===== config.mk =====
export PLATFORM = sky130hd
export DESIGN_NAME = audio_mixer
export DESIGN_NICKNAME = d
export VERILOG_FILES = /design/src/audio_pkg.sv /design/src/audio_period_timer.sv /design/src/audio_fetch_fsm.sv /design/src/audio_sample_buffer.sv /design/src/audio_volume_mix.sv /design/src/audio_dac.sv /design/src/audio_mixer.sv
export VERILOG_INCLUDE_DIRS = /design/src
export SDC_FILE = /design/constraint.sdc
export NUM_CORES = 1
export LEC_CHECK = 0
export ABC_AREA = 1
export BUFFER_PORTS_ARGS = -buffer_cell sky130_fd_sc_hd__buf_2
export CELL_PAD_IN_SITES_DETAIL_PLACEMENT = 0
export CELL_PAD_IN_SITES_GLOBAL_PLACEMENT = 1
export CORE_MARGIN = 10
export CORE_UTILIZATION = 40
export DETAILED_ROUTE_END_ITERATION = 8
export PLACE_DENSITY_LB_ADDON = 0.15
export SLEW_MARGIN = 20
export SYNTH_ARGS = -nofsm -noshare
export SYNTH_HDL_FRONTEND = slang
export SYNTH_SLANG_ARGS = --single-unit

===== constraint.sdc =====
create_clock -name clk -period 4.2 [get_ports clk]
set_input_delay 0.84 -clock clk [delete_from_list [all_inputs] [get_ports clk]]
set_output_delay 0.84 -clock clk [all_outputs]
set_load 0.05 [all_outputs]

===== src/audio_cfg.svh =====
// ====================
// audio playback config
// widths and reset levels shared by the audio channel
// ====================

`ifndef AUDIO_CFG_SVH
`define AUDIO_CFG_SVH

`define AUDIO_ADDR_W      16        // memory word address bits
`define AUDIO_WORD_W      16        // memory data word bits
`define AUDIO_DAC_W       8         // DAC level bits

`define AUDIO_LEVEL_RST   8'h00     // level driven out of reset
`define AUDIO_SILENCE     8'h00     // signed sample used on underrun

`endif


===== src/audio_pkg.sv =====
// ====================
// audio package
// address, word and byte types plus the channel
// register and mixer level structs
// ====================

`include "audio_cfg.svh"

package audio_pkg;

    typedef logic [`AUDIO_ADDR_W-1:0] addr_t;     // memory word address
    typedef logic [`AUDIO_WORD_W-1:0] word_t;     // memory data word
    typedef logic [`AUDIO_DAC_W-1:0]  byte_t;     // sample or level byte

    // channel registers in 62 bits
    typedef struct packed {
        logic [15:0] vol;       // [15:9] left, [7:1] right
        logic [14:0] period;    // sample period minus one
        addr_t       start;     // first word of the sample
        logic [14:0] len;       // length in words minus one
    } chan_regs_t;

    // unsigned DAC levels
    typedef struct packed {
        byte_t l;
        byte_t r;
    } mix_levels_t;

endpackage


===== src/audio_period_timer.sv =====
// ====================
// audio period timer
// strobes once every period + 1 cycles
// ====================

`timescale 1ns/1ps

module audio_period_timer (
    input  logic        clk,
    input  logic        reset_i,
    input  logic        enable_i,
    input  logic [14:0] period_i,
    output logic        tick_o
);

    logic [15:0] cnt;           // bit 15 is the underflow flag
    logic [15:0] reload;

    // the underflow cycle counts as one, so load period - 1
    assign reload = {1'b0, period_i} - 16'd1;

    assign tick_o = cnt[15] && enable_i;

    always_ff @(posedge clk) begin
        if (reset_i) begin
            cnt <= '0;          // first tick on the following cycle
        end else if (!enable_i) begin
            cnt <= reload;      // stay armed but quiet
        end else if (cnt[15]) begin
            cnt <= reload;
        end else begin
            cnt <= cnt - 16'd1;
        end
    end

endmodule


===== src/audio_fetch_fsm.sv =====
// ====================
// audio fetch engine
// fetches sample words on DMA slots, steps the address
// and wraps back to start after len + 1 words
// ====================

`timescale 1ns/1ps

module audio_fetch_fsm (
    input  logic                   clk,
    input  logic                   reset_i,
    input  logic                   enable_i,
    input  audio_pkg::chan_regs_t  regs_i,
    input  logic                   dma_slot_i,
    input  logic                   buf_room_i,
    input  audio_pkg::word_t       mem_word_i,
    output logic                   fetch_o,
    output audio_pkg::addr_t       fetch_addr_o,
    output logic                   wr_en_o,
    output audio_pkg::word_t       wr_word_o
);

    typedef enum logic [1:0] {
        IDLE    = 2'd0,
        RESTART = 2'd1,
        RUN     = 2'd2
    } fetch_state_t;

    fetch_state_t     state;
    audio_pkg::addr_t addr;         // next address to fetch
    logic [14:0]      remain;       // words left before wrap
    logic             fetch;

    // only fetch with room in the buffer, skip the slot otherwise
    assign fetch = (state == RUN) && enable_i && dma_slot_i && buf_room_i;

    assign fetch_o      = fetch;
    assign fetch_addr_o = addr;
    assign wr_en_o      = fetch;
    assign wr_word_o    = mem_word_i;   // memory answers in the same cycle

    always_ff @(posedge clk) begin
        if (reset_i) begin
            state  <= IDLE;
            addr   <= '0;
            remain <= '0;
        end else if (!enable_i) begin
            state  <= IDLE;
        end else begin
            case (state)
                IDLE: begin
                    state <= RESTART;
                end
                RESTART: begin
                    addr   <= regs_i.start;
                    remain <= regs_i.len;
                    state  <= RUN;
                end
                RUN: begin
                    if (fetch) begin
                        if (remain == '0) begin
                            addr   <= regs_i.start;    // wrap to the top
                            remain <= regs_i.len;
                        end else begin
                            addr   <= addr + 1'b1;
                            remain <= remain - 1'b1;
                        end
                    end
                end
                default: begin
                    state <= IDLE;
                end
            endcase
        end
    end

endmodule


===== src/audio_sample_buffer.sv =====
// ====================
// audio sample buffer
// two-word queue, hands out bytes high first on each tick
// and silence when empty
// ====================

`timescale 1ns/1ps

`include "audio_cfg.svh"

module audio_sample_buffer (
    input  logic              clk,
    input  logic              reset_i,
    input  logic              enable_i,
    input  logic              wr_en_i,
    input  audio_pkg::word_t  wr_word_i,
    input  logic              tick_i,
    output logic              buf_room_o,
    output audio_pkg::byte_t  sample_o
);

    audio_pkg::word_t word0;        // oldest word
    audio_pkg::word_t word1;
    logic             vld0;
    logic             vld1;
    logic             half;         // low byte is next
    logic             pop;

    // after the low byte goes out the word is done
    assign pop        = tick_i && vld0 && half;
    assign buf_room_o = !(vld0 && vld1);

    always_ff @(posedge clk) begin
        if (reset_i || !enable_i) begin
            vld0     <= 1'b0;
            vld1     <= 1'b0;
            half     <= 1'b0;
            sample_o <= `AUDIO_SILENCE;
        end else begin
            if (tick_i) begin
                if (vld0) begin
                    sample_o <= half ? word0[7:0] : word0[15:8];
                    half     <= !half;
                end else begin
                    sample_o <= `AUDIO_SILENCE;     // underrun
                end
            end

            // drop the spent word, then place any new one in the first free slot
            if (pop) begin
                word0 <= wr_en_i && !vld1 ? wr_word_i : word1;
                vld0  <= vld1 || wr_en_i;
                vld1  <= wr_en_i && vld1;
                if (wr_en_i && vld1) begin
                    word1 <= wr_word_i;
                end
            end else if (wr_en_i) begin
                if (!vld0) begin
                    word0 <= wr_word_i;
                    vld0  <= 1'b1;
                end else begin
                    word1 <= wr_word_i;
                    vld1  <= 1'b1;
                end
            end
        end
    end

endmodule


===== src/audio_volume_mix.sv =====
// ====================
// audio volume mixer
// two-phase scaling of the sample by left and right volume,
// converted to unsigned DAC levels
// ====================

`timescale 1ns/1ps

`include "audio_cfg.svh"

module audio_volume_mix (
    input  logic                    clk,
    input  logic                    reset_i,
    input  logic                    enable_i,
    input  audio_pkg::byte_t        sample_i,
    input  logic [15:0]             vol_i,
    output audio_pkg::mix_levels_t  level_o
);

    logic               phase;
    logic signed [7:0]  smp_q;      // latched sample
    logic signed [7:0]  vol_l_q;    // zero-extended volumes
    logic signed [7:0]  vol_r_q;
    logic signed [15:0] prod_l;
    logic signed [15:0] prod_r;

    assign prod_l = smp_q * vol_l_q;
    assign prod_r = smp_q * vol_r_q;

    // phase 0 latches the sample and both volumes
    always_ff @(posedge clk) begin
        if (phase == 1'b0) begin
            smp_q   <= $signed(sample_i);
            vol_l_q <= $signed({1'b0, vol_i[15:9]});
            vol_r_q <= $signed({1'b0, vol_i[7:1]});
        end
    end

    always_ff @(posedge clk) begin
        if (reset_i) begin
            phase   <= 1'b0;
            level_o <= {`AUDIO_LEVEL_RST, `AUDIO_LEVEL_RST};
        end else begin
            phase <= !phase;
            if (!enable_i) begin
                level_o.l <= vol_i[15:8];   // raw volume bytes straight out
                level_o.r <= vol_i[7:0];
            end else if (phase == 1'b1) begin
                level_o.l <= {~prod_l[13], prod_l[12:6]};   // offset to unsigned
                level_o.r <= {~prod_r[13], prod_r[12:6]};
            end
        end
    end

endmodule


===== src/audio_dac.sv =====
// ====================
// audio PDM DAC
// first-order sigma-delta, pulse density equals the level
// ====================

`timescale 1ns/1ps

module audio_dac #(
    parameter int WIDTH = 8
) (
    input  logic             clk,
    input  logic             reset_i,
    input  logic [WIDTH-1:0] value_i,
    output logic             pulse_o
);

    logic [WIDTH:0] acc;            // top bit holds the carry

    assign pulse_o = acc[WIDTH];

    always_ff @(posedge clk) begin
        if (reset_i) begin
            acc <= '0;
        end else begin
            acc <= {1'b0, acc[WIDTH-1:0]} + {1'b0, value_i};
        end
    end

endmodule


===== src/audio_mixer.sv =====
// ====================
// audio playback channel
// period timer, fetch engine, sample buffer, volume mixer
// and a PDM DAC per side
// ====================

`timescale 1ns/1ps

`include "audio_cfg.svh"

module audio_mixer (
    input  logic                    clk,
    input  logic                    reset_i,
    input  audio_pkg::chan_regs_t   regs_i,
    input  logic                    enable_i,
    input  logic                    dma_slot_i,
    input  audio_pkg::word_t        mem_word_i,
    output logic                    fetch_o,
    output audio_pkg::addr_t        fetch_addr_o,
    output logic                    sample_tick_o,
    output audio_pkg::mix_levels_t  level_o,
    output logic                    pdm_l_o,
    output logic                    pdm_r_o
);

    logic                   tick;
    logic                   buf_room;
    logic                   wr_en;
    audio_pkg::word_t       wr_word;
    audio_pkg::byte_t       sample;
    audio_pkg::mix_levels_t level;

    assign sample_tick_o = tick;
    assign level_o       = level;

    audio_period_timer timer (
        .clk      (clk),
        .reset_i  (reset_i),
        .enable_i (enable_i),
        .period_i (regs_i.period),
        .tick_o   (tick)
    );

    audio_fetch_fsm fetch (
        .clk          (clk),
        .reset_i      (reset_i),
        .enable_i     (enable_i),
        .regs_i       (regs_i),
        .dma_slot_i   (dma_slot_i),
        .buf_room_i   (buf_room),
        .mem_word_i   (mem_word_i),
        .fetch_o      (fetch_o),
        .fetch_addr_o (fetch_addr_o),
        .wr_en_o      (wr_en),
        .wr_word_o    (wr_word)
    );

    audio_sample_buffer sbuf (
        .clk        (clk),
        .reset_i    (reset_i),
        .enable_i   (enable_i),
        .wr_en_i    (wr_en),
        .wr_word_i  (wr_word),
        .tick_i     (tick),
        .buf_room_o (buf_room),
        .sample_o   (sample)
    );

    audio_volume_mix mix (
        .clk      (clk),
        .reset_i  (reset_i),
        .enable_i (enable_i),
        .sample_i (sample),
        .vol_i    (regs_i.vol),
        .level_o  (level)
    );

    audio_dac #(.WIDTH(`AUDIO_DAC_W)) dac_l (
        .clk     (clk),
        .reset_i (reset_i),
        .value_i (level.l),
        .pulse_o (pdm_l_o)
    );

    audio_dac #(.WIDTH(`AUDIO_DAC_W)) dac_r (
        .clk     (clk),
        .reset_i (reset_i),
        .value_i (level.r),
        .pulse_o (pdm_r_o)
    );

endmodule


== Yosys cells after proc, flatten, opt, wreduce, memory -nomap -nowiden ==
Cells that the tools add are included.
Widths: inputs -> output; s select.

* Equality and inequality tests: 6
* Reductions and logical operators: 27
* Multiplexer cells: 26
* Bitwise operators: 4
* Add/sub/neg operators: 6
* Magnitude comparators: 0
* Divide/modulo/power cells: 0
* Shifts and indexed selects: 0
* $mul: 2

{| class="wikitable"
|+ Operators with widths
! kind !! number
|-
| $mux 16 || 14
|-
| $pmux 16 s2 || 1
|-
| $mux 15 || 2
|-
| $pmux 15 s2 || 1
|-
| $mul 8x8->14 || 2
|-
| $add 8x8->9 || 2
|-
| $add 16x1->16 const B || 1
|-
| $mux 8 || 2
|-
| $sub 15x1->16 const B || 1
|-
| $sub 16x1->16 const B || 1
|-
| $logic_not 15->1 || 1
|-
| $sub 15x1->15 const B || 1
|-
| $logic_and 1x1->1 || 9
|-
| $pmux 2 s3 || 1
|-
| $reduce_and 3->1 || 2
|-
| $reduce_bool 2->1 || 3
|-
| $logic_not 1->1 || 5
|-
| $mux 1 || 5
|-
| $ne 2x1->1 const B || 2
|-
| $ne 2x2->1 const B || 2
|-
| $not 1->1 || 4
|-
| $reduce_and 2->1 || 2
|-
| $reduce_and 4->1 || 1
|-
| $eq 2x1->1 const B || 1
|-
| other kinds (4) || 5
|}

* Memory bits (writable): 0
* Memories kept: 0
* Output and inout port bits: 36
* Word-level logic and storage cells: 89
* Latch bits: 0
* Bits in registers: 149
* ROM bits: 0
* Input port bits: 82

== Longest topological paths before layout ==
* Word-level depth: 7
* Depth in mapped cells: 23
* Mapped depth without buffers: 22

== Hierarchy ==
A second synthesis with hierarchy kept.

* Cell total of the unflattened synthesis: 1825
* Area, all modules: 12806.0 µm²

{| class="wikitable"
|+ By module, submodules not included
! module !! times used !! seq. area each (µm²) !! area each (µm²) !! cells each
|-
| audio_volume_mix || 1 || 1001.0 || 5921.9 || 817
|-
| audio_fetch_fsm || 1 || 660.6 || 2544.9 || 427
|-
| audio_sample_buffer || 1 || 1181.1 || 1796.7 || 180
|-
| audio_period_timer || 1 || 320.3 || 1378.8 || 233
|-
| audio_dac || 2 || 180.2 || 581.8 || 84
|}

== Worst setup path before layout ==
Ideal clock, no wire load.

* Path type: reg2reg
* From: register mix.smp_q[7]
* To: register mix.level_o[7] (netlist name)
* Cell stages (with the launch flop): 22
* Required time: 4.068 ns
* Clock period less this slack: 4.295 ns
* Arrival time: 4.163 ns
* Setup slack: -0.095 ns
* Setup time: 0.132 ns
* Buffers on the path: 2
* Cells stage by stage: edfxtp_1 > clkbuf_1 > clkbuf_1 > nand2_1 > inv_1 > fa_1 > inv_1 > fa_1 > inv_1 > fa_1 > inv_1 > fa_1 > inv_1 > ha_1 > nand2_1 > nor2_1 > and2_1 > nand2_1 > nand3_1 > nand3_1 > nand3_1 > a21oi_1

* Cells in the longest elaborated chain, start to end: 4

{| class="wikitable"
|+ Ends and longest elaborated chain
! what !! line !! text
|-
| start: declaration || audio_volume_mix.sv:21 || <nowiki>logic signed [7:0] smp_q;</nowiki>
|-
| start signal: assignment || audio_volume_mix.sv:33 || <nowiki>smp_q <= $signed(sample_i);</nowiki>
|-
| $mul 8x8->14 || audio_volume_mix.sv:28 || <nowiki>assign prod_r = smp_q * vol_r_q;</nowiki>
|-
| $not 1->1 || audio_volume_mix.sv:50 || <nowiki>level_o.r <= {~prod_r[13], prod_r[12:6]};</nowiki>
|-
| $mux 16 || audio_volume_mix.sv:48 || <nowiki>end else if (phase == 1'b1) begin</nowiki>
|-
| $mux 16 || audio_volume_mix.sv:45 || <nowiki>if (!enable_i) begin</nowiki>
|}

No other way between the ends. The select of a mux whose other input is x is not followed.
A chain may end at the register's enable or synchronous reset.

== Worst setup path after layout ==
* From: register mix.smp_q[7]
* To: register mix.level_o[7] (netlist name)

* Cells in the longest elaborated chain, start to end: 4

{| class="wikitable"
|+ Ends and longest elaborated chain
! what !! line
|-
| $mul 8x8->14 || audio_volume_mix.sv:28
|-
| $not 1->1 || audio_volume_mix.sv:50
|-
| $mux 16 || audio_volume_mix.sv:48
|-
| $mux 16 || audio_volume_mix.sv:45
|}

No other way between the ends. The select of a mux whose other input is x is not followed.

==> impl_metrics.csv <==
group,metric,value,unit
run_status,outcome,"finished clean",
synth,synth_nets,1918,
grt,grt_usage,17.4,%
worst_setup_path,worst_setup_path_end_kind,"register",
route,drc,0,
clock_tree,clock_latency,0.44,ns
synth,synthDistinctLibCells,43,
power_and_ir_drop,powerDensity,363,nW/um^2
final_layout,syn2layout_area_growth,20.9,%
synth,synthMostInstantiatedCell,"nand2_1",
synth,syn-cell-area,12200,sq um
route,dr.pass1.iters,5,
clock_tree,cts_tree,"done",
grt,grt_max_degree,39,
route,dr.first_iter.drc_count,444,
grt,grt_pass1_vias,10800,
worst_setup_path,crit_required,4.50,ns
die,die_area,37800,sq um
die,dieHeight,194,um
sta,maxSlewHeadroom,31.4,%
synth,synthCells,1684,
route,wl_per_cell,14.7,um
sta,maxSlewViolCount,0,
sta,fin_crit_sh,96.9,%
sta,min_period,4.07,ns
place,place_ws,-0.159,ns
worst_setup_path,r2r_end,"mix.level_o[7]",
die,start_util,40.8,%
sta,fin_skew,0.0107,ns
power_and_ir_drop,ir_drop,0.000232,V
worst_setup_path,crit_type,"reg2reg",
final_layout,multi_input_area,7520,sq um
clock_tree,cts_buffers,17,
clock_tree,cts_buffer_depth,2,
worst_setup_path,crit_path_start,"mix.smp_q[7]",
synth,synth.area.top_cells,"dfxtp_1, nand2_1, fa_1, edfxtp_1, inv_1",
sta,hold_violations,0,
sta,layout_setup_ws,0.131,ns
sta,whs,0.425,ns
synth,yosys-top-cells-count,"nand2_1, inv_1, a21oi_1, nor2_1, dfxtp_1",
synth,synthArstFlopShare,0,%
place,port_buffers,117,
min_path,hold_start,"fetch.state[0]",
route,vias,10800,
synth,seq_area_frac_synth,29.0,%
place,place_congestion,0.858,
place,place_hpwl,25.0,mm
worst_setup_path,crit_fanout,5,
worst_setup_path,cp-start-kind,"register",
final_layout,n_fill_cell,3049,
route,via_per_inst,4.80,
die,die_x,194,um
synth,netlist.area_leader.share,15.7,%
worst_setup_path,reg2regPathDepth,18,
synth,synth.avg_cell_area,7.22,sq um
synth,yosysWarnings,0,
clock_tree,htreeDepth,4,
route,postRouteAntennaNets,0,
die,fp-row-count,63,
die,num_io_pins,118,
clock_tree,path_clk_slew,0.07,ns
final_layout,regArea,3520,sq um
worst_setup_path,worstPathArrival,4.37,ns
final_layout,drive_gt1_share,19.3,%
final_layout,n_antenna_cell,0,
sta,rsz0062_at_grt,"true",
min_path,hold_depth,1,
worst_setup_path,r2r-start,"mix.smp_q[7]",
power_and_ir_drop,p_leak,7.56,nW
grt,overflow,0,
synth,synthFlopType,"dfxtp_1",
job,maxCapViolCount,0,
sta,setup_violations,0,
place,dpl.cell_count,2191,
clock_tree,cts_num_sinks,149,
final_layout,final_nets,2073,
min_path,worstHoldEndpoint,"fetch.state[0]",
synth,synth.largest_area_cell,"dfxtp_1",
final_layout,final_cells,2242,
clock_tree,cts_root_buf,"clkbuf_16",
sta,tightest_slew,1.03,ns
grt,grt_pass1_wl,54.8,mm
sta,fmax,246,MHz
synth,synth_edf_count,54,
grt,antenna_found_initial,0,
route,wirelength,33.0,mm
min_path,hold_path.class,"reg2reg",
die,core_area,29800,sq um
synth,synth-seq-cells,149,
worst_setup_path,r2r_setup_slack,0.13,ns
==> kinds of logic (layout without fill, tap and decap cells) <==
kind of cell | Yosys count | count (layout) | synth area share [%]
mux | 16 | 16 | 1.48
buf+inv | 410 | 578 | 13.0
simple gates | 727 | 727 | 24.7
compound gates | 205 | 205 | 9.33
fa+ha+maj | 152 | 152 | 20.7
xor+xnor | 25 | 25 | 1.80
flops | 149 | 149 | 29.0
==> routing by layer <==
layer / part of all wire (%) / vias to the layer above / GRT usage, %
li1: - / 5522 / -
met2: 49 / 154 / 30.0
met4: 1.2 / 0 / 3.92
met5: 0 / - / 0
met1: 47 / 5065 / 22.2
met3: 3.2 / 27 / 2.91
==> cell type report <==
cell class | instances | share of cell area (%)
clock buffer | 17 | 2.90
clock inverter | 15 | 1.26
inverter | 362 | 9.27
multi-input combinational | 1125 | 51.2
sequential | 149 | 24.0
tap | 390 | 3.32
timing repair buffer | 184 | 8.09
==> layout by cell type (no fill, tap or decap), drive strengths merged, types with 7 or more instances in the layout <==
cell type	Yosys	layout
nor2	112	112
a22o	11	11
ha	70	70
dfxtp	95	95
nand3b	15	15
fa	82	82
xor2	18	18
xnor2	7	7
o21ai	61	61
inv	361	368
a21oi	111	111
nand4	14	14
nand2	479	479
mux2	16	16
nor3	12	12
clkbuf	30	18
nand3	87	87
edfxtp	54	54
buf	18	183
==> per-stage QoR <==
stage	setup TNS (ns)	area (sq um)	utilization, %	power, mW
after global routing	-0.157	14700	49.3	5.73
after global placement	0	13400	45.0	3.37
after detailed placement	-0.247	13400	45.0	3.38
after CTS	-0.00205	14100	47.4	5.04
final	0	14700	49.3	5.33
after floorplan	0	12200	-	2.90
==> report_power, final <==
| group | switching, mW | total, mW | internal, mW |
|---|---|---|---|
| registers | 0.0857 | 1.67 | 1.59 |
| logic | 1.20 | 2.04 | 0.847 |
| clock network | 0.759 | 1.62 | 0.856 |
==> sequential cells by signal, indices dropped and copies added (netlist names) <==
register            flops
mix.smp_q               8
mix.level_o            16
sbuf.word0             16
fetch.state             2
mix.vol_l_q             7
timer.cnt              16
mix.phase               1
fetch.fetch_addr_o     16
fetch.remain           15
mix.vol_r_q             7
sbuf.half               1
sbuf.word1             16
sbuf.sample_o           8
sbuf.vld0               1
dac_l.acc               9
dac_r.acc               9
sbuf.vld1               1
==> critical path, cell delays in order (launching register included) <==
cell,delay [ns]
edfxtp_1,0.44
buf_6,0.17
nand2_4,0.05
inv_2,0.06
fa_1,0.59
inv_2,0.08
fa_1,0.57
fa_1,0.46
fa_1,0.54
inv_1,0.06
ha_4,0.29
nand2_4,0.06
nor2_4,0.08
and2_4,0.14
nand2_2,0.05
nand3_2,0.07
nand3_1,0.09
nand3_2,0.08
a21oi_2,0.06
==> how the worst max path moves through the flow <==
stage,endpoint,depth (start not counted)
finish,mix.level_o[7],18
global route,mix.level_o[7],21
CTS,mix.level_o[15],21
detailed placement,mix.level_o[14],16
global placement,mix.level_o[14],17
floorplan,mix.level_o[7],21
==> repair_timing <==
action	in CTS	in global routing
pin swaps	8	87
resized for setup	9	130
hold buffers	0	0
endpoints found under the setup margin	6	16
buffers inserted	9	9
gates cloned	0	1
No activity file was read; power rests on OpenSTA's default activity.
